`src/rtl/ahb_bridge_pkg.sv`:
```
// AHB slave bridge shared definitions.
// Transfer, burst and size encodings, bridge FSM states and burst helpers.

package ahb_bridge_pkg;

    typedef enum logic [1:0] {
        TRANS_IDLE   = 2'd0,
        TRANS_BUSY   = 2'd1,
        TRANS_NONSEQ = 2'd2,
        TRANS_SEQ    = 2'd3
    } trans_t;

    typedef enum logic [2:0] {
        BURST_SINGLE = 3'd0,
        BURST_INCR   = 3'd1,
        BURST_WRAP4  = 3'd2,
        BURST_INCR4  = 3'd3,
        BURST_WRAP8  = 3'd4,
        BURST_INCR8  = 3'd5,
        BURST_WRAP16 = 3'd6,
        BURST_INCR16 = 3'd7
    } burst_t;

    typedef logic [2:0] size_t;  // Log2 of bytes per beat.

    typedef enum logic [1:0] {
        ST_IDLE       = 2'd0,
        ST_ACTIVE     = 2'd1,
        ST_ERR_FIRST  = 2'd2,
        ST_ERR_SECOND = 2'd3
    } bridge_state_t;

    localparam int BOUNDARY_BITS = 10;  // 1 KB burst boundary.
    localparam int BEAT_CNT_BITS = 4;

    // Beats after the first one; zero for SINGLE and INCR.
    function automatic logic [BEAT_CNT_BITS-1:0] burst_len(burst_t burst);
        case (burst)
            BURST_WRAP4, BURST_INCR4:   burst_len = 4'd3;
            BURST_WRAP8, BURST_INCR8:   burst_len = 4'd7;
            BURST_WRAP16, BURST_INCR16: burst_len = 4'd15;
            default:                    burst_len = '0;
        endcase
    endfunction

endpackage

```
`src/rtl/ahb_req_if.sv`:
```
`timescale 1ns/10ps
// AHB address-phase request bundle.
// Carries the live transfer attributes from the AHB ports to the FSM
// and the command register.

interface ahb_req_if #(
    parameter int ADDR_WIDTH = 32
);

    logic [ADDR_WIDTH-1:0]  addr;
    ahb_bridge_pkg::burst_t burst;
    ahb_bridge_pkg::size_t  size;
    ahb_bridge_pkg::trans_t trans;
    logic                   write;
    logic                   sel;

    // Checks and sequencing.
    modport fsm_mp (
        input addr, burst, size, trans, write, sel
    );

    // Command capture.
    modport cmd_mp (
        input addr, burst, size, write
    );

endinterface

```
`src/rtl/ahb_slave_fsm.sv`:
```
`timescale 1ns/10ps
// AHB slave bridge transfer FSM.
// Checks each NONSEQ request, steers command capture and burst steps,
// and runs the two-cycle AHB error response.

module ahb_slave_fsm #(
    parameter int DATA_WIDTH = 32
) (
    input  logic      ahb_clk_in,
    input  logic      ahb_rstn_in,
    ahb_req_if.fsm_mp req,
    input  logic      beats_left_zero,
    input  logic      cmd_active,
    input  logic      timeout,
    input  logic      other_ready_in,
    output logic      capture,
    output logic      step,
    output logic      clear,
    output logic      err_phase,
    output logic      other_error_out
);

    localparam int BB = ahb_bridge_pkg::BOUNDARY_BITS;

    ahb_bridge_pkg::bridge_state_t state;
    ahb_bridge_pkg::bridge_state_t next_state;

    logic [6:0]                               size_mask;
    logic [ahb_bridge_pkg::BEAT_CNT_BITS-1:0] span_beats;
    logic [BB+1:0]                            span_end;
    logic                                     size_ok;
    logic                                     addr_aligned;
    logic                                     bound_cross;
    logic                                     req_legal;
    logic                                     nonseq_req;
    logic                                     cont_req;
    logic                                     beat_done;
    logic                                     accept_slot;
    logic                                     bad_req;
    logic                                     stall_err;

    // ******************************************************************
    // Request checks
    // ******************************************************************
    always_comb begin
        size_mask  = 7'((8'd1 << req.size) - 8'd1);
        // Wrap bursts stay inside their own aligned window.
        if (req.burst inside {ahb_bridge_pkg::BURST_INCR4,
                              ahb_bridge_pkg::BURST_INCR8,
                              ahb_bridge_pkg::BURST_INCR16}) begin
            span_beats = ahb_bridge_pkg::burst_len(req.burst);
        end else begin
            span_beats = '0;
        end
        span_end     = (BB+2)'(req.addr[BB-1:0]) + ((BB+2)'(span_beats) << req.size);
        size_ok      = (8 << req.size) <= DATA_WIDTH;   // Beat fits the bus.
        addr_aligned = (req.addr[6:0] & size_mask) == 7'd0;
        bound_cross  = |span_end[BB+1:BB];              // Last beat past 1 KB.
        req_legal    = size_ok && addr_aligned && !bound_cross;
    end

    // ******************************************************************
    // Strobes
    // ******************************************************************
    always_comb begin
        nonseq_req  = req.sel && (req.trans == ahb_bridge_pkg::TRANS_NONSEQ);
        cont_req    = req.sel && (req.trans == ahb_bridge_pkg::TRANS_SEQ ||
                                  req.trans == ahb_bridge_pkg::TRANS_BUSY);
        beat_done   = (state == ahb_bridge_pkg::ST_ACTIVE) && other_ready_in;
        accept_slot = (state == ahb_bridge_pkg::ST_IDLE) || beat_done;
        capture     = accept_slot && nonseq_req && req_legal;
        bad_req     = accept_slot && nonseq_req && !req_legal;
        stall_err   = (state == ahb_bridge_pkg::ST_ACTIVE) && cmd_active &&
                      timeout && !other_ready_in;
        step        = beat_done && cont_req && !beats_left_zero;
        // Drop the command when its last beat ends or the error sequence closes.
        clear       = (beat_done && !step && !capture) ||
                      (state == ahb_bridge_pkg::ST_ERR_SECOND);
    end

    always_comb begin
        next_state = state;
        case (state)
            ahb_bridge_pkg::ST_IDLE: begin
                if (bad_req) begin
                    next_state = ahb_bridge_pkg::ST_ERR_FIRST;
                end else if (capture) begin
                    next_state = ahb_bridge_pkg::ST_ACTIVE;
                end
            end
            ahb_bridge_pkg::ST_ACTIVE: begin
                if (bad_req || stall_err) begin
                    next_state = ahb_bridge_pkg::ST_ERR_FIRST;
                end else if (!capture && (clear || !cmd_active)) begin
                    next_state = ahb_bridge_pkg::ST_IDLE;
                end
            end
            ahb_bridge_pkg::ST_ERR_FIRST:  next_state = ahb_bridge_pkg::ST_ERR_SECOND;
            ahb_bridge_pkg::ST_ERR_SECOND: next_state = ahb_bridge_pkg::ST_IDLE;
            default:                       next_state = ahb_bridge_pkg::ST_IDLE;
        endcase
    end

    always_ff @(posedge ahb_clk_in or negedge ahb_rstn_in) begin
        if (!ahb_rstn_in) begin
            state <= ahb_bridge_pkg::ST_IDLE;
        end else begin
            state <= next_state;
        end
    end

    assign err_phase       = (state == ahb_bridge_pkg::ST_ERR_FIRST) ||
                             (state == ahb_bridge_pkg::ST_ERR_SECOND);
    assign other_error_out = err_phase;  // Target sees the error window.

    // Both error cycles run before the target command drops.
    assert property (@(posedge ahb_clk_in) disable iff (!ahb_rstn_in)
        state == ahb_bridge_pkg::ST_ERR_FIRST |=>
            state == ahb_bridge_pkg::ST_ERR_SECOND ##1 !cmd_active);

endmodule

```
`src/rtl/ahb_wait_timer.sv`:
```
`timescale 1ns/10ps
// Target stall timer.
// Counts consecutive cycles of ready low on an active command.

module ahb_wait_timer #(
    parameter int WAIT_TIMEOUT = 6
) (
    input  logic ahb_clk_in,
    input  logic ahb_rstn_in,
    input  logic cmd_active,
    input  logic other_ready_in,
    output logic timeout
);

    localparam int CNT_W = $clog2(WAIT_TIMEOUT + 1);

    logic [CNT_W-1:0] stall_cnt;

    always_ff @(posedge ahb_clk_in or negedge ahb_rstn_in) begin
        if (!ahb_rstn_in) begin
            stall_cnt <= '0;
        end else if (!cmd_active || other_ready_in) begin
            stall_cnt <= '0;                  // Stall run broken.
        end else if (!timeout) begin
            stall_cnt <= stall_cnt + 1'b1;
        end
    end

    // Saturates, so timeout holds until the command ends.
    assign timeout = (stall_cnt == CNT_W'(WAIT_TIMEOUT));

    // No target stall can outlast the limit with the command still running.
    assert property (@(posedge ahb_clk_in) disable iff (!ahb_rstn_in)
        (timeout && !other_ready_in) |-> ##3 !cmd_active);

endmodule

```
`src/rtl/ahb_burst_addr_gen.sv`:
```
`timescale 1ns/10ps
// Target command register and burst address generator.
// Holds the captured command, counts remaining beats and steps the
// address for incrementing and wrapping bursts.

module ahb_burst_addr_gen #(
    parameter int ADDR_WIDTH = 32
) (
    input  logic                  ahb_clk_in,
    input  logic                  ahb_rstn_in,
    ahb_req_if.cmd_mp             cmd,
    input  logic                  capture,
    input  logic                  step,
    input  logic                  clear,
    output logic [ADDR_WIDTH-1:0] other_addr_out,
    output ahb_bridge_pkg::size_t other_size_out,
    output logic                  other_write_out,
    output logic                  other_sel_out,
    output logic                  cmd_active,
    output logic                  beats_left_zero
);

    ahb_bridge_pkg::burst_t                   burst_q;
    logic [ahb_bridge_pkg::BEAT_CNT_BITS-1:0] beat_cnt;
    logic [ADDR_WIDTH-1:0]                    incr_addr;
    logic [ADDR_WIDTH-1:0]                    wrap_mask;
    logic [ADDR_WIDTH-1:0]                    next_addr;
    logic                                     is_wrap;
    logic                                     is_incr;

    // ******************************************************************
    // Next beat address
    // ******************************************************************
    always_comb begin
        is_wrap   = burst_q inside {ahb_bridge_pkg::BURST_WRAP4,
                                    ahb_bridge_pkg::BURST_WRAP8,
                                    ahb_bridge_pkg::BURST_WRAP16};
        is_incr   = (burst_q == ahb_bridge_pkg::BURST_INCR);
        incr_addr = other_addr_out + (ADDR_WIDTH'(1) << other_size_out);
        // Window of beats times beat size.
        wrap_mask = ((ADDR_WIDTH'(ahb_bridge_pkg::burst_len(burst_q)) + ADDR_WIDTH'(1))
                     << other_size_out) - ADDR_WIDTH'(1);
        if (is_wrap) begin
            next_addr = (other_addr_out & ~wrap_mask) | (incr_addr & wrap_mask);
        end else begin
            next_addr = incr_addr;
        end
    end

    // ******************************************************************
    // Command register
    // ******************************************************************
    always_ff @(posedge ahb_clk_in or negedge ahb_rstn_in) begin
        if (!ahb_rstn_in) begin
            other_addr_out  <= '0;
            other_size_out  <= '0;
            other_write_out <= 1'b0;
            other_sel_out   <= 1'b0;
            burst_q         <= ahb_bridge_pkg::BURST_SINGLE;
            beat_cnt        <= '0;
        end else if (capture) begin
            other_addr_out  <= cmd.addr;
            other_size_out  <= cmd.size;
            other_write_out <= cmd.write;
            other_sel_out   <= 1'b1;
            burst_q         <= cmd.burst;
            beat_cnt        <= ahb_bridge_pkg::burst_len(cmd.burst);
        end else if (step) begin
            other_addr_out <= next_addr;
            if (!is_incr && beat_cnt != '0) begin
                beat_cnt <= beat_cnt - 1'b1;  // INCR runs until the master stops.
            end
        end else if (clear) begin
            other_sel_out <= 1'b0;
        end
    end

    assign cmd_active      = other_sel_out;
    assign beats_left_zero = (beat_cnt == '0) && !is_incr;

    // Only aligned requests pass the FSM checks, and stepping keeps them so.
    assert property (@(posedge ahb_clk_in) disable iff (!ahb_rstn_in)
        other_sel_out |->
            ((other_addr_out[6:0] & 7'((8'd1 << other_size_out) - 8'd1)) == 7'd0));

endmodule

```
`src/rtl/ahb_data_path.sv`:
```
`timescale 1ns/10ps
// AHB slave bridge data path.
// Registers write and read data, forwards target ready and error,
// and forces the two-cycle AHB error response.

module ahb_data_path #(
    parameter int DATA_WIDTH = 32
) (
    input  logic                  ahb_clk_in,
    input  logic                  ahb_rstn_in,
    input  logic [DATA_WIDTH-1:0] ahb_wdata_in,
    input  logic [DATA_WIDTH-1:0] other_rdata_in,
    input  logic                  other_ready_in,
    input  logic                  other_error_in,
    input  logic                  other_write_out,
    input  logic                  cmd_active,
    input  logic                  err_phase,
    output logic [DATA_WIDTH-1:0] other_wdata_out,
    output logic [DATA_WIDTH-1:0] ahb_rdata_out,
    output logic                  ahb_ready_out,
    output logic                  ahb_resp_out
);

    logic err_seen;  // Previous cycle was already in error.

    always_ff @(posedge ahb_clk_in or negedge ahb_rstn_in) begin
        if (!ahb_rstn_in) begin
            err_seen        <= 1'b0;
            ahb_ready_out   <= 1'b0;
            ahb_resp_out    <= 1'b0;
            other_wdata_out <= '0;
            ahb_rdata_out   <= '0;
        end else begin
            err_seen <= err_phase;
            if (err_phase) begin
                ahb_ready_out   <= err_seen;       // 0 then 1.
                ahb_resp_out    <= 1'b1;
                other_wdata_out <= '0;
                ahb_rdata_out   <= '0;
            end else if (cmd_active) begin
                ahb_ready_out   <= other_ready_in;
                ahb_resp_out    <= other_error_in;
                other_wdata_out <= other_write_out ? ahb_wdata_in : '0;
                ahb_rdata_out   <= other_write_out ? '0 : other_rdata_in;
            end else begin
                ahb_ready_out   <= 1'b1;           // Idle slave is ready.
                ahb_resp_out    <= 1'b0;
                other_wdata_out <= '0;
                ahb_rdata_out   <= '0;
            end
        end
    end

endmodule

```
`src/rtl/ahb_slave_bridge.sv`:
```
`timescale 1ns/10ps
// AHB slave bridge top level.
// Connects the AHB ports to the request bundle, the transfer FSM,
// stall timer, burst address generator and data path.

module ahb_slave_bridge #(
    parameter int ADDR_WIDTH   = 32,
    parameter int DATA_WIDTH   = 32,
    parameter int WAIT_TIMEOUT = 6
) (
    input  logic                  ahb_clk_in,
    input  logic                  ahb_rstn_in,
    input  logic [ADDR_WIDTH-1:0] ahb_addr_in,
    input  logic [2:0]            ahb_burst_in,
    input  logic [2:0]            ahb_size_in,
    input  logic [1:0]            ahb_trans_in,
    input  logic                  ahb_write_in,
    input  logic                  ahb_sel_in,
    input  logic [DATA_WIDTH-1:0] ahb_wdata_in,
    input  logic [DATA_WIDTH-1:0] other_rdata_in,
    input  logic                  other_ready_in,
    input  logic                  other_error_in,
    output logic [DATA_WIDTH-1:0] ahb_rdata_out,
    output logic                  ahb_ready_out,
    output logic                  ahb_resp_out,
    output logic [ADDR_WIDTH-1:0] other_addr_out,
    output logic [2:0]            other_size_out,
    output logic                  other_write_out,
    output logic                  other_sel_out,
    output logic [DATA_WIDTH-1:0] other_wdata_out,
    output logic                  other_error_out
);

    logic capture;
    logic step;
    logic clear;
    logic err_phase;
    logic beats_left_zero;
    logic cmd_active;
    logic timeout;

    // ******************************************************************
    // Address-phase request
    // ******************************************************************
    ahb_req_if #(.ADDR_WIDTH(ADDR_WIDTH)) req_bus ();

    assign req_bus.addr  = ahb_addr_in;
    assign req_bus.burst = ahb_bridge_pkg::burst_t'(ahb_burst_in);
    assign req_bus.size  = ahb_size_in;
    assign req_bus.trans = ahb_bridge_pkg::trans_t'(ahb_trans_in);
    assign req_bus.write = ahb_write_in;
    assign req_bus.sel   = ahb_sel_in;

    ahb_slave_fsm #(.DATA_WIDTH(DATA_WIDTH)) i_fsm (
        .ahb_clk_in      (ahb_clk_in),
        .ahb_rstn_in     (ahb_rstn_in),
        .req             (req_bus.fsm_mp),
        .beats_left_zero (beats_left_zero),
        .cmd_active      (cmd_active),
        .timeout         (timeout),
        .other_ready_in  (other_ready_in),
        .capture         (capture),
        .step            (step),
        .clear           (clear),
        .err_phase       (err_phase),
        .other_error_out (other_error_out)
    );

    ahb_wait_timer #(.WAIT_TIMEOUT(WAIT_TIMEOUT)) i_wait_timer (
        .ahb_clk_in     (ahb_clk_in),
        .ahb_rstn_in    (ahb_rstn_in),
        .cmd_active     (cmd_active),
        .other_ready_in (other_ready_in),
        .timeout        (timeout)
    );

    ahb_burst_addr_gen #(.ADDR_WIDTH(ADDR_WIDTH)) i_burst_addr_gen (
        .ahb_clk_in      (ahb_clk_in),
        .ahb_rstn_in     (ahb_rstn_in),
        .cmd             (req_bus.cmd_mp),
        .capture         (capture),
        .step            (step),
        .clear           (clear),
        .other_addr_out  (other_addr_out),
        .other_size_out  (other_size_out),
        .other_write_out (other_write_out),
        .other_sel_out   (other_sel_out),
        .cmd_active      (cmd_active),
        .beats_left_zero (beats_left_zero)
    );

    ahb_data_path #(.DATA_WIDTH(DATA_WIDTH)) i_data_path (
        .ahb_clk_in      (ahb_clk_in),
        .ahb_rstn_in     (ahb_rstn_in),
        .ahb_wdata_in    (ahb_wdata_in),
        .other_rdata_in  (other_rdata_in),
        .other_ready_in  (other_ready_in),
        .other_error_in  (other_error_in),
        .other_write_out (other_write_out),
        .cmd_active      (cmd_active),
        .err_phase       (err_phase),
        .other_wdata_out (other_wdata_out),
        .ahb_rdata_out   (ahb_rdata_out),
        .ahb_ready_out   (ahb_ready_out),
        .ahb_resp_out    (ahb_resp_out)
    );

endmodule

```
`config.mk`:
```
export PLATFORM = sky130hd
export DESIGN_NAME = ahb_slave_bridge
export DESIGN_NICKNAME = d
export VERILOG_FILES = /design/src/rtl/ahb_bridge_pkg.sv /design/src/rtl/ahb_req_if.sv /design/src/rtl/ahb_slave_fsm.sv /design/src/rtl/ahb_wait_timer.sv /design/src/rtl/ahb_burst_addr_gen.sv /design/src/rtl/ahb_data_path.sv /design/src/rtl/ahb_slave_bridge.sv
export SDC_FILE = /design/constraint.sdc
export NUM_CORES = 1
export LEC_CHECK = 0
export BUFFER_PORTS_ARGS = -buffer_cell sky130_fd_sc_hd__buf_4
export CORE_MARGIN = 1
export CORE_UTILIZATION = 52
export DETAILED_ROUTE_END_ITERATION = 8
export PLACE_DENSITY = 0.82
export REMOVE_ABC_BUFFERS = 1
export SYNTH_ARGS = -nofsm -noshare
export SYNTH_HDL_FRONTEND = slang
export SYNTH_HIERARCHICAL = 1
export SYNTH_SLANG_ARGS = --single-unit
```
`constraint.sdc`:
```
create_clock -name ahb_clk_in -period 8.6 [get_ports ahb_clk_in]
set_clock_uncertainty 0.15 [all_clocks]
set_input_delay 0.86 -clock ahb_clk_in [delete_from_list [all_inputs] [get_ports ahb_clk_in]]
set_output_delay 0.86 -clock ahb_clk_in [all_outputs]
set_load 0.02 [all_outputs]
```
==> flow_metrics.tcl, run 1 <==
set metrics [dict create \
    grtUsageTotal 0.291 \
    num_io_pins 214 \
    drc 0 \
    ys_types 83 \
    p_clk_frac 0.340 \
    design_area_mm2 0.00874 \
    worst-path-stages 16 \
    wl_per_cell_um 18.0 \
    p_leak_uw 0.00429 \
    max_freq_mhz 225 \
    cpMostUsedCell "nor2_1" \
    cts_buffers 17 \
    multiInputGateArea_mm2 0.00330 \
    drtIter0Drc 623 \
    syn_to_final_growth_pct 34.9 \
    finalHoldViolCount 0 \
    synthCells 655 \
    vias 5992 \
    fill_cells 856 \
    cp-end-kind "flip-flop" \
    critical_path_buf_inv_count 2 \
    gp_congestion 0.929 \
    mappedNetlistArea_mm2 0.00648 \
    whs_ps 278 \
    antenna_found_initial 0 \
    cts_root_buf "clkbuf_16" \
    worstSetupStartpoint "ahb_size_in[0]" \
    die-width_um 114 \
    clock-sinks 116 \
    floorplan.rows 40 \
    ys_warn_count 6 \
    grt_pass1_vias 5918 \
    synth-xor-area-share 0.0135 \
    finalNonFillerCells 1031 \
    routed_wl_um 18500 \
    synth_top_family_by_area "simple AND/OR/NAND/NOR gates" \
    cts_tree "built" \
    ys_seq_elements 116 \
    cts.hold.buffers_added 0 \
    clk_latency_ps 420 \
    synth-seq-area-share 0.448 \
    status "complete, no violations" \
    final_layout_size_suffix_gt1_frac 0.355 \
    startpoint_type "primary input" \
    grt_start_max_net_pins 74 \
    max_stage_delay_ps 490 \
    regArea_mm2 0.00290 \
    vdd_ir_drop_max_v 0.000205 \
    synthFlopType "dfrtp_1" \
    reg2reg_slack_ps 4800 \
    cts.htree.levels 4 \
    via_per_inst 5.81 \
    setup_viol 0 \
    rsz0062_at_grt "no" \
    comb_power_share 0.304 \
    power.density_mw_per_mm2 252 \
    finalCriticalPeriod_ps 4450 \
    worstMarginPinSlew_ps 973 \
    synth-edff-count 0 \
    path_delay_family "simple AND/OR/NAND/NOR gates" \
    ant_nets 0 \
    switching_share 0.344 \
    slowest_stage "and2_1" \
    antenna_cells 0 \
    switchingPower_uw 757 \
    synthAdderAreaFrac 0.0475 \
    synthSimpleGateAreaFrac 0.252 \
    worstPathArrival_ps 4640 \
    syn_area_per_cell_um2 9.90 \
    finalMaxSlewViolations 0 \
    worstPathRequired_ps 8790 \
    grt_pass1_wl_um 29300 \
    dp.final_hpwl_um 13200 \
    die-area_mm2 0.0129 \
    maxCapViolations 0 \
    coreArea_mm2 0.0121 \
    dpl_cell_area_mm2 0.00811 \
    ff2ff_path_depth 9 \
    period_share 0.517 \
    p_total_uw 2200 \
    overflow 0 \
    cts_resized 0 \
    path_class "in2reg" \
    fp.dieH_um 114 \
    path_clk_slew_ps 50 \
    path_cells "buf_4, nor2_1, nor2_1, o22ai_1, nor2_1, ha_1, a211o_1, o211ai_1, o2111ai_2, a21oi_2, and2_1, buf_4, nor2_1, a2111o_1, or4_1, nand3_1" \
    port_buffers 213 \
    muxShareOfSynthArea 0.0216 \
    async_reset_ff_frac 1.00 \
    relSlewSlack 0.349 \
    r2r_start "i_burst_addr_gen/other_size_out[0]" \
    initial_core_util 0.537 \
    firstDrtPassIters 5 \
    clk_path_buf_depth 2 \
    internal_power_uw 1450 \
    setup_tns_ps 0 \
    cp_max_fo 34 \
    hold_path.class "in2async" \
    dp.cells 1000 \
    seq_power_share 0.356 \
    postCtsSetupBuffers 0 \
    synth-compound-area-share 0.173 \
    nNetsFinal 985 \
]
## synthesized netlist by cell type (all sizes together), types with 4 or more instances
| cell type | n | share of area |
|---|---|---|
| nor2 | 45 | 0.026 |
| a21o | 7 | 0.0087 |
| a211oi | 6 | 0.0069 |
| or4 | 19 | 0.022 |
| or2 | 6 | 0.0058 |
| xnor2 | 5 | 0.0068 |
| a211o | 5 | 0.0068 |
| nor2b | 6 | 0.0058 |
| a31oi | 18 | 0.017 |
| and4 | 4 | 0.0054 |
| nand2b | 6 | 0.0058 |
| o22ai | 4 | 0.0039 |
| mux2i | 5 | 0.0077 |
| or3 | 7 | 0.0068 |
| buf | 14 | 0.016 |
| a21oi | 21 | 0.017 |
| nand3 | 21 | 0.018 |
| dfrtp | 116 | 0.45 |
| xor2 | 5 | 0.0068 |
| and2 | 66 | 0.076 |
| nor3 | 8 | 0.0069 |
| nand2 | 48 | 0.028 |
| and3 | 4 | 0.0039 |
| nor3b | 8 | 0.010 |
| o2111ai | 4 | 0.0064 |
| mux2 | 8 | 0.014 |
| o211ai | 11 | 0.014 |
| clkbuf | 25 | 0.015 |
| o31ai | 17 | 0.020 |
| o21ai | 34 | 0.026 |
| inv | 23 | 0.013 |
| nand3b | 4 | 0.0046 |
| nand4 | 6 | 0.0081 |
| o21a | 5 | 0.0058 |
| ha | 23 | 0.044 |
## power groups by stage
stage                     combinational, µW  clock, µW  sequential (µW)
after global routing                    731        779              798
after CTS                               669        757              776
after detailed placement                664          0              783
after global placement                  646          0              773
after floorplan                         320          0              837
final                                   670        750              783
## cell usage in the layout, fill, tap and decap left out, types with 18 or more instances in the layout
cell type	synthesis	routed
a21oi_1	20	20
a31oi_1	18	18
and2_1	34	34
and2_4	30	30
buf_4	2	216
dfrtp_1	116	116
ha_1	23	23
inv_1	22	22
nand2_1	47	47
nand3_1	20	20
nor2_1	45	45
o21ai_0	25	25
or4_1	19	19
## routing by layer
layer / global-route usage / wire length (µm)
met1: 0.339 / 7190
met2: 0.506 / 9550
met3: 0.0824 / 1310
met4: 0.116 / 459
met5: 0 / 0
## layout make-up
type,count,share of cell area
clock inverter,9,0.0173
inverter,23,0.00987
clock buffer,22,0.0542
multi-input combinational,477,0.377
sequential,116,0.332
tap,168,0.0240
timing repair buffer,216,0.185
## worst register-to-register path, delay by kind of cell (launching register included)
family,cells,cell delay [ps]
compound gates,3,790
fa+ha+maj,1,440
buf+inv,2,430
flops,1,730
simple gates,3,1170
## logic make-up after synthesis
group / after synthesis
compound gates: 159
xor+xnor: 10
flops: 116
fa+ha+maj: 24
simple gates: 271
buf+inv: 62
mux: 13
## worst min-delay path by stage
| stage | start | to | slack (ps) | cells after the start |
|---|---|---|---|---|
| after floorplan | i_fsm/state[0] | i_fsm/state[1] | 320 | 1 |
| after global placement | i_data_path/err_seen | i_data_path/ahb_ready_out | 340 | 2 |
| after detailed placement | i_data_path/err_seen | i_data_path/ahb_ready_out | 350 | 2 |
| after CTS | ahb_rstn_in | i_data_path/ahb_rdata_out[17] | 290 | 1 |
| after global routing | ahb_rstn_in | i_data_path/ahb_rdata_out[17] | 330 | 1 |
| final | ahb_rstn_in | i_data_path/ahb_rdata_out[17] | 280 | 1 |
## stage by stage
step | util | setup WS (ps)
6_report | 0.725 | 4150
5_1_grt | 0.725 | 3910
4_1_cts | 0.724 | 4210
3_5_place_dp | 0.673 | 3770
3_3_place_gp | 0.673 | 3940
2_1_floorplan | - | 4180
Note: power is estimated with default switching activity, not from simulation.
==> run 2: changes to the inputs <==
--- a/config.mk
+++ b/config.mk
@@ -7,9 +7,9 @@
 export LEC_CHECK = 0
 export BUFFER_PORTS_ARGS = -buffer_cell sky130_fd_sc_hd__buf_4
 export CORE_MARGIN = 1
-export CORE_UTILIZATION = 52
+export CORE_UTILIZATION = 51
 export DETAILED_ROUTE_END_ITERATION = 8
-export PLACE_DENSITY = 0.82
+export PLACE_DENSITY = 0.8
 export REMOVE_ABC_BUFFERS = 1
 export SYNTH_ARGS = -nofsm -noshare
 export SYNTH_HDL_FRONTEND = slang
==> constraint.sdc (replaced) <==
create_clock -name ahb_clk_in -period 4.35 [get_ports ahb_clk_in]
set_clock_uncertainty 0.15 [all_clocks]
set_input_delay 0.435 -clock ahb_clk_in [delete_from_list [all_inputs] [get_ports ahb_clk_in]]
set_output_delay 0.435 -clock ahb_clk_in [all_outputs]
set_load 0.02 [all_outputs]
==> run 2 against run 1 <==
Net effect:
- the run now ends with hold timing left
- cell count is 0.87% higher
- first-iteration DRC count decreased by 21%
- non-clock buffer count is 9 higher
- core utilization decreased by 1.3 points
- combinational power up 110%
- global-route usage down 1.0 points
- sequential share of layout area grew 0.18 points
- cell area fell by 0.54%
- total power is 87% higher
==> flow_metrics.tcl, run 2 (same netlist as run 1, synthesis figures left out) <==
set metrics [dict create \
    status "finished, violations left" \
    violations "hold timing" \
    cp_max_fo 21 \
    worstPathRequired_ps 4530 \
    routed_wl_um 18200 \
    path_cells "nor2_1, a21oi_1, nand3b_1, nor4_1, buf_4, nand2_1, a21o_1, or4_1, a31oi_1" \
    coreArea_mm2 0.0122 \
    gp_congestion 0.909 \
    maxCapViolations 0 \
    power.density_mw_per_mm2 473 \
    clock-sinks 116 \
    cts_root_buf "clkbuf_16" \
    finalMaxSlewViolations 0 \
    worstPathArrival_ps 3590 \
    grt_start_max_net_pins 70 \
    vias 5923 \
    setup_viol 0 \
    hold_path.class "in2async" \
    drtIter0Drc 493 \
    cts_resized 0 \
    cp-end-kind "flip-flop" \
    setup_tns_ps 0 \
    die-width_um 115 \
    final_cell_mix "225 x buf_4, 116 x dfrtp_1, 47 x nand2_1" \
    antenna_cells 0 \
    wl_met1_um 7140 \
    die-area_mm2 0.0132 \
    final_layout_size_suffix_gt1_frac 0.364 \
    fp.dieH_um 115 \
    rsz0062_at_grt "no" \
    p_leak_uw 0.00428 \
    num_io_pins 214 \
    postCtsSetupBuffers 0 \
    relSlewSlack 0.139 \
    syn_to_final_growth_pct 34.1 \
    route.met3.wl_um 1310 \
    antenna_found_initial 0 \
    grt_pass1_vias 5809 \
    path_class "reg2reg" \
    initial_core_util 0.531 \
    vdd_ir_drop_max_v 0.000393 \
    critical_path_buf_inv_count 1 \
    overflow 0 \
    max_freq_mhz 293 \
    cts_tree "built" \
    dp.final_hpwl_um 13400 \
    floorplan.rows 40 \
    nNetsFinal 994 \
    cts.htree.levels 4 \
    wl_per_cell_um 17.5 \
    max_stage_delay_ps 640 \
    clk_latency_ps 420 \
    dpl_cell_area_mm2 0.00818 \
    whs_ps -22.0 \
    grt_pass1_wl_um 28300 \
    grtUsageTotal 0.281 \
    finalCriticalPeriod_ps 3410 \
    via_per_inst 5.70 \
    layout_commonest_cell "buf_4" \
    period_share 0.784 \
    finalHoldViolCount 23 \
    cts.hold.buffers_added 0 \
    slowest_stage "dfrtp_1" \
    clk_path_buf_depth 2 \
    worstMarginPinSlew_ps 1290 \
    dr.max_layer_used "met4" \
    port_buffers 213 \
    startpoint_type "flip-flop" \
    path_clk_slew_ps 50 \
    path_delay_family "simple AND/OR/NAND/NOR gates" \
    cts_buffers 17 \
    ant_nets 0 \
    finish.utilization 0.712 \
    design_area_mm2 0.00870 \
    routed-wl-met2_um 9380 \
    firstDrtPassIters 5 \
    drc 0 \
]
-- run 2: final timing paths --
path | start | to | slack, ps | depth (start not counted)
setup / recovery | i_burst_addr_gen/burst_q[1] | flip-flop | 940 | 9
hold / removal | ahb_rstn_in | i_data_path/ahb_rdata_out[10] | -20 | 1
setup reg to reg | i_burst_addr_gen/burst_q[1] | flip-flop | 940 | 9
hold reg to reg | i_fsm/state[0] | i_fsm/state[1] | 370 | 1
max in group asynchronous | ahb_rstn_in | i_data_path/other_wdata_out[1] | 3160 | 2
min in group ahb_clk_in | other_rdata_in[20] | i_data_path/ahb_rdata_out[20] | 70 | 2
-- run 2: cell type report --
| class | count | area (µm²) |
|---|---|---|
| Clock buffer | 17 | 425 |
| Clock inverter | 14 | 91.3 |
| Fill cell | 917 | 3520 |
| Inverter | 23 | 86.3 |
| Multi-Input combinational cell | 477 | 3290 |
| Sequential cell | 116 | 2900 |
| Tap cell | 168 | 210 |
| Timing Repair Buffer | 225 | 1690 |
-- run 2: power by group --
group          internal (µW)  switching [µW]
clock network            716             510
logic                    615             767
registers               1260             247
total                   2590            1520
-- run 2: per-stage QoR --
step | setup slack, ps | hold slack [ps] | std cells | power [µW]
2_1_floorplan | 352 | -10.6 | 616 | 2290
3_3_place_gp | 821 | 338 | 1009 | 2840
3_5_place_dp | 711 | 336 | 1009 | 2890
4_1_cts | 957 | 13.3 | 1040 | 4120
5_1_grt | 699 | 56.3 | 1040 | 4320
6_report | 940 | -22.0 | 1040 | 4120
-- run 2: layer usage --
metal / vias up / global-route usage
li1: 2789 / -
met1: 2851 / 0.329
met2: 251 / 0.494
met3: 32 / 0.0770
met4: 0 / 0.106
met5: - / 0
==> run 3: changes to the inputs <==
==> constraint.sdc (replaced) <==
create_clock -name ahb_clk_in -period 3.3 [get_ports ahb_clk_in]
set_clock_uncertainty 0.15 [all_clocks]
set_input_delay 0.33 -clock ahb_clk_in [delete_from_list [all_inputs] [get_ports ahb_clk_in]]
set_output_delay 0.33 -clock ahb_clk_in [all_outputs]
set_load 0.02 [all_outputs]
==> run 3 against run 2 <==
Net effect:
- the flow now finishes without violations
- global-route usage rose by 8.1 points
- die area is the same
- via count is 12% higher
- total power is 45% higher
==> flow_metrics.tcl, run 3 (same netlist as run 1, synthesis figures left out) <==
set metrics [dict create \
    dp.final_hpwl_um 13800 \
    finalHoldViolCount 0 \
    syn_to_final_growth_pct 49.1 \
    cts_root_buf "clkbuf_16" \
    ant_nets 0 \
    r2r_start "i_burst_addr_gen/other_size_out[0]" \
    overflow 0 \
    startpoint_type "flip-flop" \
    finalNonFillerCells 1132 \
    path_class "reg2reg" \
    p_leak_uw 0.00473 \
    hp-start "ahb_addr_in[7]" \
    fp.dieH_um 115 \
    finish.utilization 0.792 \
    maxCapViolations 0 \
    worstMarginPinSlew_ps 984 \
    worstPathArrival_ps 3270 \
    grtUsageTotal 0.362 \
    setup_viol 0 \
    antenna_found_initial 1 \
    nNetsFinal 1085 \
    path_cells "nor3_2, ha_1, inv_1, fa_1, nor2b_1, o31ai_1, a21o_1, or4_1, a31oi_1" \
    final_layout_size_suffix_gt1_frac 0.351 \
    pre_cts_ws_ps -93.7 \
    period_share 0.934 \
    grt_start_max_net_pins 72 \
    p_clk_frac 0.323 \
    final_cell_mix "246 x buf_4, 116 x dfrtp_1, 68 x dlygate4sd3_1" \
    die-width_um 115 \
    max_stage_delay_ps 580 \
    clk_latency_ps 420 \
    num_io_pins 214 \
    switchingPower_uw 2110 \
    clk_path_buf_depth 2 \
    routed_wl_um 23000 \
    initial_core_util 0.531 \
    drc 0 \
    internal_power_uw 3840 \
    wl_per_cell_um 20.3 \
    hold_path.class "in2reg" \
    firstDrtPassIters 5 \
    worstSetupStartpoint "i_burst_addr_gen/other_size_out[0]" \
    cts_buffers 17 \
    vdd_ir_drop_max_v 0.000439 \
    floorplan.rows 40 \
    grt_pass1_wl_um 35400 \
    cp-end-kind "flip-flop" \
    setup_ws_ps 219 \
    fill_cells 758 \
    vias 6632 \
    relSlewSlack 0.344 \
    slowest_stage "or4_1" \
    via_per_inst 5.86 \
    switching_share 0.354 \
    dp.cells 1032 \
    finalCriticalPeriod_ps 3080 \
    cts_tree "built" \
    power.density_mw_per_mm2 615 \
    grt_pass1_vias 6744 \
    layout_commonest_cell "buf_4" \
    coreArea_mm2 0.0122 \
    finalMaxSlewViolations 0 \
    worstPathRequired_ps 3490 \
    design_area_mm2 0.00967 \
    clock-sinks 116 \
    status "complete, no violations" \
    dpl_cell_area_mm2 0.00838 \
    port_buffers 213 \
    setup_tns_ps 0 \
    cp_max_fo 13 \
    path_clk_slew_ps 50 \
    seq_power_share 0.326 \
    max_freq_mhz 325 \
    rsz0062_at_grt "no" \
    comb_power_share 0.351 \
    gp_congestion 0.925 \
    cts.htree.levels 4 \
    die-area_mm2 0.0132 \
    drtIter0Drc 513 \
]
run 3: cell count changes in the layout (fill, tap and decap cells not counted):
cell           change
bufinv_16          +3
dlygate4sd3_1     +68
clkinv_4           +1
buf_12             +2
nor3_2             +1
clkinvlp_4         -4
clkinv_2           -5
clkbuf_1           +2
nor3_1             -1
buf_4             +21
inv_6              -1
clkbuf_8           +3
diode_2            +2
run 3: final timing paths:
kind / end / slack (ps) / depth (start not counted)
max: flip-flop / 220 / 9
min: flip-flop / 10 / 3
max reg2reg: flip-flop / 220 / 9
min reg2reg: i_fsm/state[1] / 380 / 1
max in group asynchronous: i_data_path/other_wdata_out[19] / 1750 / 3
min in group asynchronous: i_data_path/ahb_rdata_out[30] / 460 / 2
run 3: per-stage QoR:
step / hold slack (ps) / total power (µW)
finish: 13.5 / 5950
global route: 8.53 / 6220
CTS: 0.597 / 5860
detailed placement: 347 / 3910
global placement: 337 / 3830
floorplan: -116 / 3020
run 3: routing by layer:
metal  vias up  global-route usage  wire length, µm
met5         -                   0                0
met4         0               0.207             1060
met3        73              0.0954             1700
met2       350               0.640            12000
met1      3238               0.394             8270
li1       2971                   -                -
run 3: area by class of cell:
| cell class | count | area, µm² | share of cell area |
|---|---|---|---|
| Multi-Input combinational cell | 477 | 3300 | 0.341 |
| Sequential cell | 116 | 2900 | 0.300 |
| Timing Repair Buffer | 316 | 2570 | 0.266 |
| Clock buffer | 22 | 474 | 0.0490 |
| Tap cell | 168 | 210 | 0.0217 |
| Clock inverter | 8 | 126 | 0.0131 |
| Inverter | 23 | 86.3 | 0.00893 |
| Antenna cell | 2 | 5.00 | 0.000518 |
run 3: power by group through the flow:
stage          clock network (µW)  logic [µW]  registers, µW
2_1_floorplan                   0         835           2180
3_3_place_gp                    0        1910           1930
3_5_place_dp                    0        1970           1940
4_1_cts                      1900        2050           1920
5_1_grt                      2000        2250           1970
6_report                     1920        2090           1940
run 3: critical path: cells and delay by family (launching register included):
kind / cells / cell delay (ps)
adder cells (fa/ha/maj): 2 / 600
AO/OA/AOI/OAI: 3 / 660
buffers and inverters: 1 / 60
AND/OR/NAND/NOR: 3 / 1060
flip-flops: 1 / 470
run 3: what timing repair did:
action,in CTS,in global routing
hold buffers,68,0
setup endpoints to repair,0,1
gates resized for setup,0,1
setup buffers,0,0
endpoints found under the hold margin,137,0
